$ cat config.mk
export PLATFORM = sky130hd
export DESIGN_NAME = gb_sys_top
export DESIGN_NICKNAME = d
export VERILOG_FILES = /design/src/design/gb_bus_pkg.sv /design/src/design/gb_irq_pkg.sv /design/src/design/gb_cpu_bus_if.sv /design/src/design/gb_addr_decode.sv /design/src/design/gb_sys_regs.sv /design/src/design/gb_irq_ctrl.sv /design/src/design/gb_sys_top.sv
export VERILOG_INCLUDE_DIRS = /design/src /design/src/design
export SDC_FILE = /design/constraint.sdc
export NUM_CORES = 1
export LEC_CHECK = 0
export BUFFER_PORTS_ARGS = -buffer_cell sky130_fd_sc_hd__clkbuf_2
export CAP_MARGIN = 20
export CORE_MARGIN = 2
export CORE_UTILIZATION = 43
export CTS_BUF_LIST = sky130_fd_sc_hd__clkbuf_4 sky130_fd_sc_hd__clkbuf_8 sky130_fd_sc_hd__clkbuf_16
export CTS_CLUSTER_DIAMETER = 200
export DETAILED_ROUTE_END_ITERATION = 8
export PLACE_DENSITY = 0.73
export SYNTH_ARGS = -nofsm -noshare
export SYNTH_HDL_FRONTEND = slang
export SYNTH_SLANG_ARGS = --single-unit
$ cat constraint.sdc
create_clock -name clk_sys -period 7.1 [get_ports clk_sys]
set_clock_uncertainty 0.1 [all_clocks]
set_input_delay 1.42 -clock clk_sys [delete_from_list [all_inputs] [get_ports clk_sys]]
set_output_delay 1.42 -clock clk_sys [all_outputs]
set_load 0.01 [all_outputs]
$ cat src/design/gb_io_macros.svh
// high i/o page register addresses, reset values and fixed read patterns
`ifndef GB_IO_MACROS_SVH
`define GB_IO_MACROS_SVH

// ------------------------------------------------
// register addresses in the ff page
// ------------------------------------------------
`define GB_ADDR_P1    16'hFF00  // joypad select and lines
`define GB_ADDR_IF    16'hFF0F  // interrupt flags
`define GB_ADDR_KEY1  16'hFF4D  // speed switch, cgb only
`define GB_ADDR_BOOT  16'hFF50  // boot rom disable
`define GB_ADDR_RP    16'hFF56  // infrared port
`define GB_ADDR_SVBK  16'hFF70  // wram bank select
`define GB_ADDR_FF72  16'hFF72
`define GB_ADDR_FF73  16'hFF73
`define GB_ADDR_FF74  16'hFF74  // needs a cgb game
`define GB_ADDR_FF75  16'hFF75  // only bits 6..4 stored
`define GB_ADDR_IE    16'hFFFF  // interrupt enable

// ------------------------------------------------
// fixed read patterns
// ------------------------------------------------
`define GB_FAST_BOOT_FLAG 8'h42  // boot rom looks for this in ff50
`define GB_OPEN_BUS       8'hFF  // nothing drives the data lines
`define GB_RP_READ        8'h02  // ir port with no light seen

// reset values
`define GB_SVBK_RESET     3'd1   // bank 0 is never selected here

// boot rom unmap pattern in cgb mode
`define GB_BOOT_GBC_OFF   8'h11

`endif

$ cat src/design/gb_bus_pkg.sv
// cpu bus widths and register select encoding for the system glue
package gb_bus_pkg;

	typedef logic [7:0]  byte_t;       // cpu data byte
	typedef logic [15:0] addr_t;       // cpu address
	typedef logic [14:0] wram_addr_t;  // 32k work ram
	typedef logic [2:0]  wram_bank_t;  // svbk bank number

	// ------------------------------------------------
	// select bit positions
	// ------------------------------------------------
	localparam int SEL_P1   = 0;
	localparam int SEL_IF   = 1;
	localparam int SEL_KEY1 = 2;
	localparam int SEL_BOOT = 3;   // ff50 as a plain write target
	localparam int SEL_FAST = 4;   // ff50 while the fast boot flag is shown
	localparam int SEL_RP   = 5;
	localparam int SEL_SVBK = 6;
	localparam int SEL_FF72 = 7;
	localparam int SEL_FF73 = 8;
	localparam int SEL_FF74 = 9;
	localparam int SEL_FF75 = 10;
	localparam int SEL_IE   = 11;
	localparam int SEL_MEM  = 12;  // rom cram vram wram zero page
	localparam int SEL_OPEN = 13;  // unmapped, always the top bit

	typedef logic [SEL_OPEN:0] io_sel_t;  // exactly one bit set

endpackage

$ cat src/design/gb_irq_pkg.sv
// interrupt flag, vector and joypad line types
package gb_irq_pkg;

	// flag order is also the priority order
	// bit 0 vblank, 1 lcd, 2 timer, 3 serial, 4 joypad
	typedef logic [4:0] irq_flags_t;

	typedef logic [7:0] irq_vec_t;    // restart address fed to the cpu
	typedef logic [3:0] joy_lines_t;  // p10..p13, active low

	// ------------------------------------------------
	// vector table
	// ------------------------------------------------
	localparam irq_vec_t IRQ_VEC_BASE = 8'h40;  // vblank
	localparam int       IRQ_VEC_STEP = 8;      // 40 48 50 58 60

endpackage

$ cat src/design/gb_cpu_bus_if.sv
// cpu write side and cpu clock enable shared by the glue blocks
`timescale 1ns/1ps

interface gb_cpu_bus_if;
	import gb_bus_pkg::*;

	addr_t addr;    // cpu address
	byte_t wdata;   // cpu write data
	logic  wr;      // level write strobe
	logic  cpu_ce;  // follows the speed bit

	// system register block owns the clock enable
	modport regs (
		input  addr,
		input  wdata,
		input  wr,
		output cpu_ce
	);

	// decoder and irq controller only listen
	modport sink (
		input addr,
		input wdata,
		input wr,
		input cpu_ce
	);

endinterface

$ cat src/design/gb_addr_decode.sv
// high page address decoder and cpu read data multiplexer
`timescale 1ns/1ps
`include "gb_io_macros.svh"

module gb_addr_decode (
	gb_cpu_bus_if.sink           bus,
	input  logic                 is_gbc,
	input  logic                 gbc_game,
	input  logic                 fast_boot,
	input  logic                 boot_rom_on,
	input  logic                 irq_ack,
	input  gb_irq_pkg::irq_vec_t irq_vec,
	input  gb_bus_pkg::byte_t    sys_rdata,
	input  gb_bus_pkg::byte_t    irq_rdata,
	input  gb_bus_pkg::byte_t    mem_rdata,
	output gb_bus_pkg::io_sel_t  io_sel,
	output gb_bus_pkg::byte_t    cpu_rdata
);
	import gb_bus_pkg::*;

	wire [SEL_OPEN-1:0] hit;  // all mapped targets
	addr_t a;
	logic  gbc_mode;  // cgb hardware running a cgb game
	logic  at_boot;
	logic  fast_on;
	logic  mem_hit;
	logic  sys_hit;
	logic  irq_hit;

	assign a        = bus.addr;
	assign gbc_mode = is_gbc && gbc_game;
	assign at_boot  = (a == `GB_ADDR_BOOT);
	assign fast_on  = fast_boot && boot_rom_on;  // flag gone once rom unmaps

	// ------------------------------------------------
	// memory regions, all read through mem_rdata
	// ------------------------------------------------
	assign mem_hit = !a[15]                                // rom 0000-7fff
		|| (a[15:13] == 3'b100)                            // vram
		|| (a[15:13] == 3'b101)                            // cart ram
		|| ((a[15:14] == 2'b11) && !(&a[13:9]))            // wram plus echo
		|| ((a[15:7] == 9'h1ff) && (a != `GB_ADDR_IE));    // zero page

	// ------------------------------------------------
	// register selects
	// ------------------------------------------------
	assign hit[SEL_P1]   = (a == `GB_ADDR_P1);
	assign hit[SEL_IF]   = (a == `GB_ADDR_IF);
	assign hit[SEL_KEY1] = gbc_mode && (a == `GB_ADDR_KEY1);
	assign hit[SEL_BOOT] = at_boot && !fast_on;
	assign hit[SEL_FAST] = at_boot && fast_on;
	assign hit[SEL_RP]   = gbc_mode && (a == `GB_ADDR_RP);
	assign hit[SEL_SVBK] = is_gbc && (gbc_game || boot_rom_on)  // boot rom banks too
		&& (a == `GB_ADDR_SVBK);
	assign hit[SEL_FF72] = is_gbc && (a == `GB_ADDR_FF72);
	assign hit[SEL_FF73] = is_gbc && (a == `GB_ADDR_FF73);
	assign hit[SEL_FF74] = gbc_mode && (a == `GB_ADDR_FF74);
	assign hit[SEL_FF75] = is_gbc && (a == `GB_ADDR_FF75);
	assign hit[SEL_IE]   = (a == `GB_ADDR_IE);
	assign hit[SEL_MEM]  = mem_hit;

	assign io_sel = {~|hit, hit};  // open bus when nothing else matched

	assign sys_hit = hit[SEL_P1] || hit[SEL_KEY1] || hit[SEL_SVBK]
		|| hit[SEL_FF72] || hit[SEL_FF73] || hit[SEL_FF74] || hit[SEL_FF75];
	assign irq_hit = hit[SEL_IF] || hit[SEL_IE];

	// read mux, acknowledge cycle first
	assign cpu_rdata =
		irq_ack        ? irq_vec            :  // restart vector
		hit[SEL_FAST]  ? `GB_FAST_BOOT_FLAG :
		hit[SEL_RP]    ? `GB_RP_READ        :
		sys_hit        ? sys_rdata          :
		irq_hit        ? irq_rdata          :
		mem_hit        ? mem_rdata          :
		`GB_OPEN_BUS;                          // ff50 lands here too

endmodule

$ cat src/design/gb_sys_regs.sv
// system configuration registers and the banked wram address they steer
`timescale 1ns/1ps
`include "gb_io_macros.svh"

module gb_sys_regs (
	input  logic                   clk_sys,
	input  logic                   reset_ss,
	gb_cpu_bus_if.regs             bus,
	input  gb_bus_pkg::io_sel_t    io_sel,
	input  logic                   is_gbc,
	input  logic                   ce,
	input  logic                   ce_2x,
	input  logic                   cpu_stop,
	input  gb_irq_pkg::joy_lines_t joy_din,
	output gb_bus_pkg::byte_t      sys_rdata,
	output logic [1:0]             joy_p54,
	output logic                   speed,
	output logic                   boot_rom_on,
	output gb_bus_pkg::wram_addr_t wram_addr
);
	import gb_bus_pkg::*;

	logic       wr_en;     // write strobe on a cpu clock enable
	logic       prepare;   // key1 bit 0, armed switch
	logic       boot_off;  // write data unmaps the boot rom
	wram_bank_t svbk;
	wram_bank_t bank;
	byte_t      ff72;
	byte_t      ff73;
	byte_t      ff74;
	logic [2:0] ff75;

	// ------------------------------------------------
	// cpu clock enable
	// ------------------------------------------------
	assign bus.cpu_ce = speed ? ce_2x : ce;  // double speed
	assign wr_en      = bus.wr && bus.cpu_ce;

	always_ff @(posedge clk_sys) begin
		if (reset_ss)
			joy_p54 <= 2'b00;
		else if (wr_en && io_sel[SEL_P1])
			joy_p54 <= bus.wdata[5:4];  // only the select pair is writable
	end

	always_ff @(posedge clk_sys) begin
		if (reset_ss)
			svbk <= `GB_SVBK_RESET;
		else if (wr_en && io_sel[SEL_SVBK])
			svbk <= (bus.wdata[2:0] == 3'd0) ? 3'd1 : bus.wdata[2:0];  // 0 maps to 1
	end

	// speed switch, armed through key1 and fired by stop
	always_ff @(posedge clk_sys) begin
		if (reset_ss) begin
			speed   <= 1'b0;
			prepare <= 1'b0;
		end else begin
			if (wr_en && io_sel[SEL_KEY1])
				prepare <= bus.wdata[0];
			if (bus.cpu_ce && cpu_stop && prepare && is_gbc) begin
				speed   <= ~speed;
				prepare <= 1'b0;  // one shot
			end
		end
	end

	// ------------------------------------------------
	// boot rom mapping
	// ------------------------------------------------
	assign boot_off = is_gbc ? (bus.wdata == `GB_BOOT_GBC_OFF) : bus.wdata[0];

	always_ff @(posedge clk_sys) begin
		if (reset_ss)
			boot_rom_on <= 1'b1;
		else if (wr_en && (io_sel[SEL_BOOT] || io_sel[SEL_FAST]) && boot_off)
			boot_rom_on <= 1'b0;  // no way back until reset
	end

	// spare cgb registers
	always_ff @(posedge clk_sys) begin
		if (reset_ss) begin
			ff72 <= '0;
			ff73 <= '0;
			ff74 <= '0;
			ff75 <= '0;
		end else if (wr_en) begin
			if (io_sel[SEL_FF72])
				ff72 <= bus.wdata;
			if (io_sel[SEL_FF73])
				ff73 <= bus.wdata;
			if (io_sel[SEL_FF74])
				ff74 <= bus.wdata;
			if (io_sel[SEL_FF75])
				ff75 <= bus.wdata[6:4];
		end
	end

	// ------------------------------------------------
	// readback and wram banking
	// ------------------------------------------------
	assign sys_rdata =
		io_sel[SEL_P1]   ? {2'b11, joy_p54, joy_din} :
		io_sel[SEL_SVBK] ? {5'h1f, svbk}             :
		io_sel[SEL_KEY1] ? {speed, 6'h3f, prepare}   :
		io_sel[SEL_FF72] ? ff72                      :
		io_sel[SEL_FF73] ? ff73                      :
		io_sel[SEL_FF74] ? ff74                      :
		io_sel[SEL_FF75] ? {1'b1, ff75, 4'hf}        :
		`GB_OPEN_BUS;

	assign bank      = bus.addr[12] ? svbk : 3'd0;  // c000 half is fixed bank 0
	assign wram_addr = {bank, bus.addr[11:0]};

endmodule

$ cat src/design/gb_irq_ctrl.sv
// interrupt controller with enable and flag registers, edge capture and vectoring
`timescale 1ns/1ps

module gb_irq_ctrl (
	input  logic                   clk_sys,
	input  logic                   reset_ss,
	gb_cpu_bus_if.sink             bus,
	input  gb_bus_pkg::io_sel_t    io_sel,
	input  logic                   ev_vblank,
	input  logic                   ev_lcd,
	input  logic                   ev_timer,
	input  logic                   ev_serial,
	input  logic                   irq_ack,
	input  gb_irq_pkg::joy_lines_t joy_din,
	output gb_bus_pkg::byte_t      irq_rdata,
	output gb_irq_pkg::irq_vec_t   irq_vec,
	output logic                   irq_n
);
	import gb_bus_pkg::*;
	import gb_irq_pkg::*;

	byte_t      ie_r;      // full byte kept, upper bits read back
	irq_flags_t if_r;
	irq_flags_t if_next;
	irq_flags_t pending;   // enabled and flagged
	irq_flags_t ack_clr;   // lowest pending bit only
	logic [3:0] ev_now;
	logic [3:0] ev_prev;
	logic       ack_prev;
	logic       ack_end;
	joy_lines_t joy_s1;    // first sync stage
	joy_lines_t joy_s2;
	logic       joy_fall;

	assign ev_now   = {ev_serial, ev_timer, ev_lcd, ev_vblank};
	assign pending  = ie_r[4:0] & if_r;
	assign irq_n    = ~|pending;
	assign joy_fall = |(~joy_s1 & joy_s2);   // any line went low
	assign ack_end  = ack_prev && !irq_ack;
	assign ack_clr  = pending & (~pending + 5'd1);

	// ------------------------------------------------
	// vector, lowest pending index wins
	// ------------------------------------------------
	always_comb begin
		irq_vec = 8'h00;
		for (int i = 4; i >= 0; i--) begin
			if (pending[i])
				irq_vec = IRQ_VEC_BASE + irq_vec_t'(i * IRQ_VEC_STEP);
		end
	end

	// rising events and joypad fall set, acknowledge end clears
	always_comb begin
		if_next = if_r | {joy_fall, ev_now & ~ev_prev};
		if (ack_end)
			if_next = if_next & ~ack_clr;
	end

	always_ff @(posedge clk_sys) begin
		if (reset_ss) begin
			ie_r     <= '0;
			if_r     <= '0;
			ev_prev  <= '0;
			ack_prev <= 1'b0;
			joy_s1   <= '1;  // lines idle high
			joy_s2   <= '1;
		end else if (bus.cpu_ce) begin
			ev_prev  <= ev_now;
			ack_prev <= irq_ack;
			joy_s1   <= joy_din;
			joy_s2   <= joy_s1;
			if_r     <= if_next;
			// cpu write beats capture in the same cycle
			if (bus.wr && io_sel[SEL_IF])
				if_r <= bus.wdata[4:0];
			if (bus.wr && io_sel[SEL_IE])
				ie_r <= bus.wdata;
		end
	end

	assign irq_rdata = io_sel[SEL_IE] ? ie_r : {3'b111, if_r};  // unused if bits read 1

endmodule

$ cat src/design/gb_sys_top.sv
// system glue top level with decoder, system registers and interrupt controller
`timescale 1ns/1ps

module gb_sys_top (
	input  logic                   clk_sys,
	input  logic                   reset_ss,
	input  logic                   ce,
	input  logic                   ce_2x,
	input  logic                   is_gbc,
	input  logic                   gbc_game,
	input  logic                   fast_boot,
	input  gb_bus_pkg::addr_t      cpu_addr,
	input  logic                   cpu_wr,
	input  gb_bus_pkg::byte_t      cpu_wdata,
	output gb_bus_pkg::byte_t      cpu_rdata,
	input  logic                   cpu_stop,
	input  logic                   irq_ack,
	output logic                   irq_n,
	input  gb_bus_pkg::byte_t      mem_rdata,
	input  logic                   ev_vblank,
	input  logic                   ev_lcd,
	input  logic                   ev_timer,
	input  logic                   ev_serial,
	input  gb_irq_pkg::joy_lines_t joy_din,
	output logic [1:0]             joy_p54,
	output logic                   speed,
	output logic                   boot_rom_on,
	output gb_bus_pkg::wram_addr_t wram_addr
);
	import gb_bus_pkg::*;
	import gb_irq_pkg::*;

	io_sel_t  io_sel;     // one hot target select
	byte_t    sys_rdata;
	byte_t    irq_rdata;
	irq_vec_t irq_vec;

	// ------------------------------------------------
	// cpu write side onto the shared bus
	// ------------------------------------------------
	gb_cpu_bus_if bus ();

	assign bus.addr  = cpu_addr;
	assign bus.wdata = cpu_wdata;
	assign bus.wr    = cpu_wr;

	gb_addr_decode u_decode (
		.bus         (bus.sink),
		.is_gbc      (is_gbc),
		.gbc_game    (gbc_game),
		.fast_boot   (fast_boot),
		.boot_rom_on (boot_rom_on),
		.irq_ack     (irq_ack),
		.irq_vec     (irq_vec),
		.sys_rdata   (sys_rdata),
		.irq_rdata   (irq_rdata),
		.mem_rdata   (mem_rdata),
		.io_sel      (io_sel),
		.cpu_rdata   (cpu_rdata)
	);

	gb_sys_regs u_regs (
		.clk_sys     (clk_sys),
		.reset_ss    (reset_ss),
		.bus         (bus.regs),
		.io_sel      (io_sel),
		.is_gbc      (is_gbc),
		.ce          (ce),
		.ce_2x       (ce_2x),
		.cpu_stop    (cpu_stop),
		.joy_din     (joy_din),
		.sys_rdata   (sys_rdata),
		.joy_p54     (joy_p54),
		.speed       (speed),
		.boot_rom_on (boot_rom_on),
		.wram_addr   (wram_addr)
	);

	gb_irq_ctrl u_irq (
		.clk_sys     (clk_sys),
		.reset_ss    (reset_ss),
		.bus         (bus.sink),
		.io_sel      (io_sel),
		.ev_vblank   (ev_vblank),
		.ev_lcd      (ev_lcd),
		.ev_timer    (ev_timer),
		.ev_serial   (ev_serial),
		.irq_ack     (irq_ack),
		.joy_din     (joy_din),
		.irq_rdata   (irq_rdata),
		.irq_vec     (irq_vec),
		.irq_n       (irq_n)
	);

endmodule

=== After elaboration in Yosys (flattened, before gate mapping) ===
Cells that the tools add are included.

* $add $sub $neg: 1
* Equality and inequality tests: 17
* Reductions and logical operators: 54
* Bitwise logic cells: 11
* Multiplexer cells: 25

{| class="wikitable"
|+ Operators with widths
! cell !! count
|-
| $eq A16 B16 Y1 const B || 11
|-
| $mux W8 || 13
|-
| $mux W7 || 6
|-
| $logic_and A1 B1 Y1 || 26
|-
| $ne A16 B16 Y1 const B || 1
|-
| $and A5 B5 Y5 || 3
|-
| $logic_or A1 B1 Y1 || 13
|-
| $mux W5 || 2
|-
| $not A5 Y5 || 2
|-
| $reduce_and A2 Y1 || 5
|-
| $eq A9 B9 Y1 const B || 1
|-
| $and A4 B4 Y4 || 2
|-
| $eq A8 B5 Y1 const B || 1
|-
| $not A4 Y4 || 2
|-
| $eq A3 B3 Y1 const B || 2
|-
| $mux W3 || 2
|-
| $add A5 B1 Y5 const B || 1
|-
| $logic_not A1 Y1 || 5
|-
| $or A5 B5 Y5 || 1
|-
| $reduce_and A5 Y1 || 1
|-
| $reduce_or A5 Y1 || 1
|-
| $reduce_or A4 Y1 || 1
|-
| $logic_not A3 Y1 || 1
|-
| $eq A2 B2 Y1 const B || 1
|-
| other kinds (3) || 4
|}

* Input bits: 50
* Output and inout bits: 28
* Flip-flop bits (word level): 61

=== Depth between registers and ports, before layout ===
Gate-level depths: netlist (run 1).

* Depth after elaboration: 13
* Depth in mapped cells: 7

=== By module ===
A second synthesis (run 1) with hierarchy kept.

* Cell total of the unflattened synthesis: 443
* Area total of the unflattened synthesis: 3817.4 um2

{| class="wikitable"
|+ By module, submodules not included
! module !! instances !! sequential area each (um2) !! area an instance (um2) !! cells an instance
|-
| gb_sys_regs || 1 || 700.7 || 1954.4 || 212
|-
| gb_irq_ctrl || 1 || 520.5 || 1258.7 || 140
|-
| gb_addr_decode || 1 || 0.0 || 604.3 || 91
|}

=== Worst setup path after synthesis (run 1) ===
No wires, ideal clock.

* Path type: input -> output
* Start: input cpu_addr[5]
* End: output cpu_rdata[0]
* Stages on the path: 7
* Data arrival time: 3.239 ns
* Path buffers: 1
* Slack: 2.341 ns
* Cells stage by stage: clkbuf_1 -> nand4b_1 -> nor4_2 -> and3_1 -> a22oi_1 -> o311a_1 -> nor4b_1

* Longest elaborated chain between the ends: 12

{| class="wikitable"
|+ Ends and longest elaborated chain
! element !! RTL line !! source
|-
| start: declaration || gb_sys_top.sv:12 || <nowiki>input gb_bus_pkg::addr_t cpu_addr,</nowiki>
|-
| $eq A16 B16 Y1 (no source line) || - ||
|-
| $logic_and A1 B1 Y1, on equally long branches || gb_addr_decode.sv:57, gb_addr_decode.sv:49 ||
|-
| $mux W8 (no source line) / $logic_or A1 B1 Y1 (equally long branches) (6 in series) || - ||
|-
| $mux W8 (no source line) (2 in series) || - ||
|-
| $mux W8 (no source line) (*) (2 in series) || - ||
|-
| end: declaration || gb_sys_top.sv:15 || <nowiki>output gb_bus_pkg::byte_t cpu_rdata,</nowiki>
|}

Every way passes the cells marked *; elsewhere a longest branch is shown, timed or not.

=== Worst setup path after layout (run 1) ===
* Start: input cpu_addr[0]
* End: output cpu_rdata[0]

Same word-level chain as after synthesis.

==> reports/metrics.yaml, run 1 <==
place:
  post_dp_cell_area_mm2: 0.003746
  gp_congestion: 0.9431
  dp.cells: 575
  dp_hpwl_um: 7357
  numPortBuffers: 77
synth:
  synthCells: 422
  post_synth.cell_area_avg_um2: 7.967
  async_flop_share: 0
  synth_top_cells_by_count: "dfxtp_1 (61), nand2_1 (61), nor2_1 (59)"
  yosysWarningCount: 0
  synth_ff_type: "dfxtp_1"
  synth-seq-cells: 61
  ys_top_cells_by_area: "dfxtp_1 (36%), mux2i_1 (10%), nand2_1 (6.8%), nor2_1 (6.6%), a21oi_1 (4.5%)"
  synth_edf_count: 0
  synth_seq_area_share: 0.3632
  synth_cell_types: 51
  yosys.area.top_type: "dfxtp_1"
  synth_top_cell_area_share: 0.3632
  synth_nets: 472
  netlist_area_mm2: 0.003362
clock_tree:
  cts_resized: 0
  clock_sinks: 61
  cts_buffer_depth: 2
  htree_levels: 3
  clockRootBuffer: "clkbuf_8"
  cts_setup_buffers: 0
  worstSkewPairLatency_ns: 0.35
  cts_tree: "yes"
  clk_pin_slew_worst_paths_ns: 0.06
  cts_made_buffers: 9
  hold_buffers: 0
sta:
  tightest_slew_ns: 0.7768
  period_needed_ns: 5.270
  slew-limit-headroom: 0.4774
  rsz0062_at_grt: "false"
  finalHoldViolations: 0
  fmax_mhz: 189.7
  setup_viol: 0
  finalSetupTns_ns: 0
  finalCritPeriodShare: 0.7423
  drv_slew: 0
pwr:
  p_sw_frac: 0.2626
  switching_power_uw: 193.3
  clockPowerShare: 0.401
  power_leakage_nw: 1.713
  power_frac_seq: 0.481
  peakVddDrop_v: 0.00008151
  p_int_uw: 542.8
  power.density_mw_per_mm2: 187.2
  power_frac_comb: 0.118
final_layout:
  n_antenna_cell: 0
  stdcell_area_mm2: 0.003931
  nNetsFinal: 534
  layout.cells.non_filler: 590
  syn2layout_area_growth_pct: 16.93
  drive_above_1_share: 0.2193
floorplan:
  start_util: 0.4396
  dieWidth_um: 92.42
  die_h_um: 92.42
  ioPinCount: 78
  dieArea_mm2: 0.008541
  coreArea_mm2: 0.007647
  rows: 32
critical_path:
  required_ns: 5.58
  critPathMaxFanout: 17
  crit_arrival_ns: 3.75
  critPathKind: "input pin to primary output"
  crit_path_end_kind: "primary output"
  start_kind: "input pin"
grt:
  antenna_found_initial: 1
  grt_pass1_vias: 3218
  grt_pass1_wl_um: 16170
  grt_max_degree: 62
  overflow: 0
  grt.total_usage: 0.2419
detailed_routing:
  num_vias: 3480
  drtIter0Drc: 339
  drt_pass1_iterations: 5
  drt-total-wl_um: 10210
  routedWlPerCell_um: 17.30
  drc: 0
  ant_nets: 0
  drt-vias-per-instance: 5.898
job:
  drv_cap: 0
min_path:
  hp-class: "flip-flop to flip-flop"
status:
  status: "complete, no violations"
==> stage by stage <==
stage	hold slack [ns]	setup slack [ns]	total power, mW	util
floorplan	0.3273	2.341	0.4093	-
global placement	0.3338	1.982	0.4449	0.4899
detailed placement	0.3469	1.870	0.4468	0.4899
CTS	0.3554	1.867	0.7388	0.5141
global route	0.3766	1.624	0.7595	0.5141
finish	0.3538	1.830	0.7361	0.5141
==> state kept, by name, summed over array words and instances, names as in the netlist <==
name,cells
u_regs.joy_p54,2
u_regs.ff72,8
u_regs.boot_rom_on,1
u_regs.ff73,8
u_irq.ev_prev,4
u_irq.if_r,5
u_irq.joy_s2,4
u_irq.ack_prev,1
u_irq.ie_r,8
u_regs.prepare,1
u_regs.ff74,8
u_regs.ff75,3
u_irq.joy_s1,4
u_regs.speed,1
u_regs.svbk,3
==> layer usage <==
layer	global-route usage	vias to the layer above	wire length, um
li1	-	1641	-
met1	0.3315	1615	4475
met2	0.3771	203	4641
met3	0.04150	19	885
met4	0.09950	2	191
met5	0	-	13
==> cell type report <==
type / count / area (um^2)
Inverter: 8 / 30.03
Timing Repair Buffer: 81 / 415.4
Clock buffer: 14 / 180.2
Fill cell: 746 / 3716
Tap cell: 102 / 127.6
Clock inverter: 1 / 5.005
Sequential cell: 61 / 1221
Multi-Input combinational cell: 323 / 1952
==> cells in the final DEF, fill, tap and decap left out, drive strengths merged, types with 2 or more instances in the layout <==
cell	synthesis	routed
clkbuf	18	91
nand2	61	61
dfxtp	61	61
nor2	59	59
mux2i	34	34
a21oi	30	30
nand3	11	11
nor3	9	9
o21ai	9	9
nand4b	8	8
inv	8	8
o22ai	8	8
a211o	8	8
o211ai	7	7
nor4	7	7
nand4	6	6
and2	5	5
a22oi	5	5
nand2b	5	5
nor2b	5	5
or4	5	5
o22a	4	4
buf	12	4
and3	3	3
or3	3	3
o221ai	3	3
a22o	3	3
mux2	3	3
nand3b	2	2
a311oi	2	2
a31o	2	2
a31oi	2	2
a211oi	2	2
==> critical path, stage by stage <==
cell and delay [ns]:
clkbuf_2 0.25, or4_1 0.63, nor3_1 0.44, and2_1 0.26, nand2_1 0.08, o311a_1 0.12, nor4b_1 0.34, clkbuf_2 0.21
==> power by group through the flow <==
stage	Combinational (mW)	Clock, mW	Sequential [mW]
global placement	0.0839	0	0.361
floorplan	0.0493	0	0.360
finish	0.0868	0.295	0.354
CTS	0.0860	0.299	0.354
global route	0.0943	0.311	0.354
detailed placement	0.0855	0	0.361
==> kinds of logic after synthesis <==
family / Yosys count / share of synthesized area
AO/OA/AOI/OAI: 93 / 0.1857
buffers and inverters: 38 / 0.05620
flip-flops: 61 / 0.3632
multiplexers: 37 / 0.1113
AND/OR/NAND/NOR: 193 / 0.2836
==> final timing paths <==
path / startpoint / to / slack, ns / cells past startpoint
worst max-delay path: cpu_addr[0] / cpu_rdata[0] / 1.83 / 8
worst min register to register: u_regs.ff72[4] / u_regs.ff72[4] / 0.35 / 2
worst max register to register: u_regs.speed / u_regs.ff73[4] / 4.52 / 5
worst min-delay path: u_regs.ff72[4] / u_regs.ff72[4] / 0.35 / 2
No activity file was read; power rests on OpenSTA's default activity.
==> inputs of run 2 (changes only) <==
- clock period: 7.1 -> 5.3 ns (I/O delays scaled with it)
==> run 2 against run 1 <==
Against the previous run: wire length decreased by 0.86%; final area grew 0.86%; critical endpoint unchanged; global-route usage hardly changed.
==> reports/metrics.yaml, run 2 (same netlist as run 1, synthesis figures left out) <==
critical_path:
  r2r_start: "u_regs.speed"
  crit_chain: "clkbuf_2, or4_1, nor3_1, and2_1, nand2_1, o311a_1, nor4b_1, clkbuf_2"
  cp_num_buf_inv: 2
  required_ns: 4.14
  critPathMaxStageDelay_ns: 0.63
  crit_path_start: "cpu_addr[0]"
  cp_slowest_cell: "or4_1"
  critPathTopFamily: "simple AND/OR/NAND/NOR gates"
  cp_common_cell: "clkbuf_2"
  crit_path_end_kind: "primary output"
  critPathKind: "input pin to primary output"
  critPathMaxFanout: 17
  crit_arrival_ns: 3.41
  start_kind: "input pin"
place:
  post_dp_cell_area_mm2: 0.003746
  dp.cells: 575
  gp_congestion: 0.9431
  numPortBuffers: 77
  dp_hpwl_um: 7338
  place_worst_setup_slack_ns: 0.8018
final_layout:
  syn2layout_area_growth_pct: 17.94
  drive_above_1_share: 0.2209
  nNetsFinal: 534
  fin_util: 0.5185
  layout.cells.non_filler: 591
  stdcell_area_mm2: 0.003965
  final_common_cell: "clkbuf_2"
  n_antenna_cell: 0
  layout_common_cells: "clkbuf_2 (77), nand2_1 (61), dfxtp_1 (61)"
  nFillCells: 730
floorplan:
  dieWidth_um: 92.42
  dieArea_mm2: 0.008541
  coreArea_mm2: 0.007647
  rows: 32
  die_h_um: 92.42
  ioPinCount: 78
  start_util: 0.4396
pwr:
  p_total_mw: 1.050
  peakVddDrop_v: 0.0001275
  power.density_mw_per_mm2: 264.7
  power_leakage_nw: 1.724
job:
  drv_cap: 0
detailed_routing:
  drt-total-wl_um: 10120
  ant_nets: 0
  num_vias: 3540
  drt_pass1_iterations: 5
  routedWlPerCell_um: 17.12
  drt-vias-per-instance: 5.990
  drtIter0Drc: 317
  drc: 0
grt:
  grt_max_degree: 62
  grt_pass1_vias: 3300
  overflow: 0
  grt.total_usage: 0.2416
  antenna_found_initial: 0
  grt_pass1_wl_um: 16180
sta:
  fmax_mhz: 218.9
  hold-worst-slack_ns: 0.3552
  setup_viol: 0
  drv_slew: 0
  slew-limit-headroom: 0.4647
  worst_slack_ns: 0.7320
  rsz0062_at_grt: "false"
  finalHoldViolations: 0
  finalSetupTns_ns: 0
  finalCritPeriodShare: 0.8619
  tightest_slew_ns: 0.7956
  period_needed_ns: 4.568
clock_tree:
  cts_resized: 0
  cts_buffer_depth: 2
  clock_sinks: 61
  cts_made_buffers: 9
  clk_pin_slew_worst_paths_ns: 0.06
  worstSkewPairLatency_ns: 0.34
  clockRootBuffer: "clkbuf_8"
  htree_levels: 3
  cts_setup_buffers: 0
  cts_tree: "yes"
  hold_buffers: 0
min_path:
  hp-class: "flip-flop to flip-flop"
  hp-start: "u_regs.ff72[4]"
status:
  status: "complete, no violations"
run 2: routing by layer:
layer  global-route usage  share of wire
met5                    0              0
met4              0.08209          0.017
met3              0.06428          0.095
met2               0.3856           0.46
met1               0.3162           0.43
run 2: cell type report:
class / instances / area [um^2] / share of cell area
clock buffer: 12 / 146.4 / 0.03692
inverter: 8 / 30.03 / 0.007573
sequential: 61 / 1221 / 0.3080
clock inverter: 4 / 72.57 / 0.01830
tap: 102 / 127.6 / 0.03219
timing repair buffer: 81 / 415.4 / 0.1048
multi-input combinational: 323 / 1952 / 0.4923
run 2: worst paths after layout:
kind         cells after the start  slack [ns]              to
max reg2reg                      5        2.74  u_regs.ff73[3]
min reg2reg                      2        0.36  u_regs.ff72[4]
max                              8        0.73    cpu_rdata[0]
min                              2        0.36  u_regs.ff72[4]
run 2: power breakdown:
group / total, mW / switching, mW / internal [mW]
clock: 0.459 / 0.180 / 0.280
sequential: 0.474 / 0.00659 / 0.467
combinational: 0.116 / 0.0719 / 0.0444
total: 1.05 / 0.258 / 0.792
run 2: worst reg2reg max path, cell delays in order, from the launching register on:
cell and delay, ns:
dfxtp_1 0.44, mux2_2 0.48, nand2_1 0.35, or4_1 0.75, mux2i_1 0.26, nor2_1 0.05
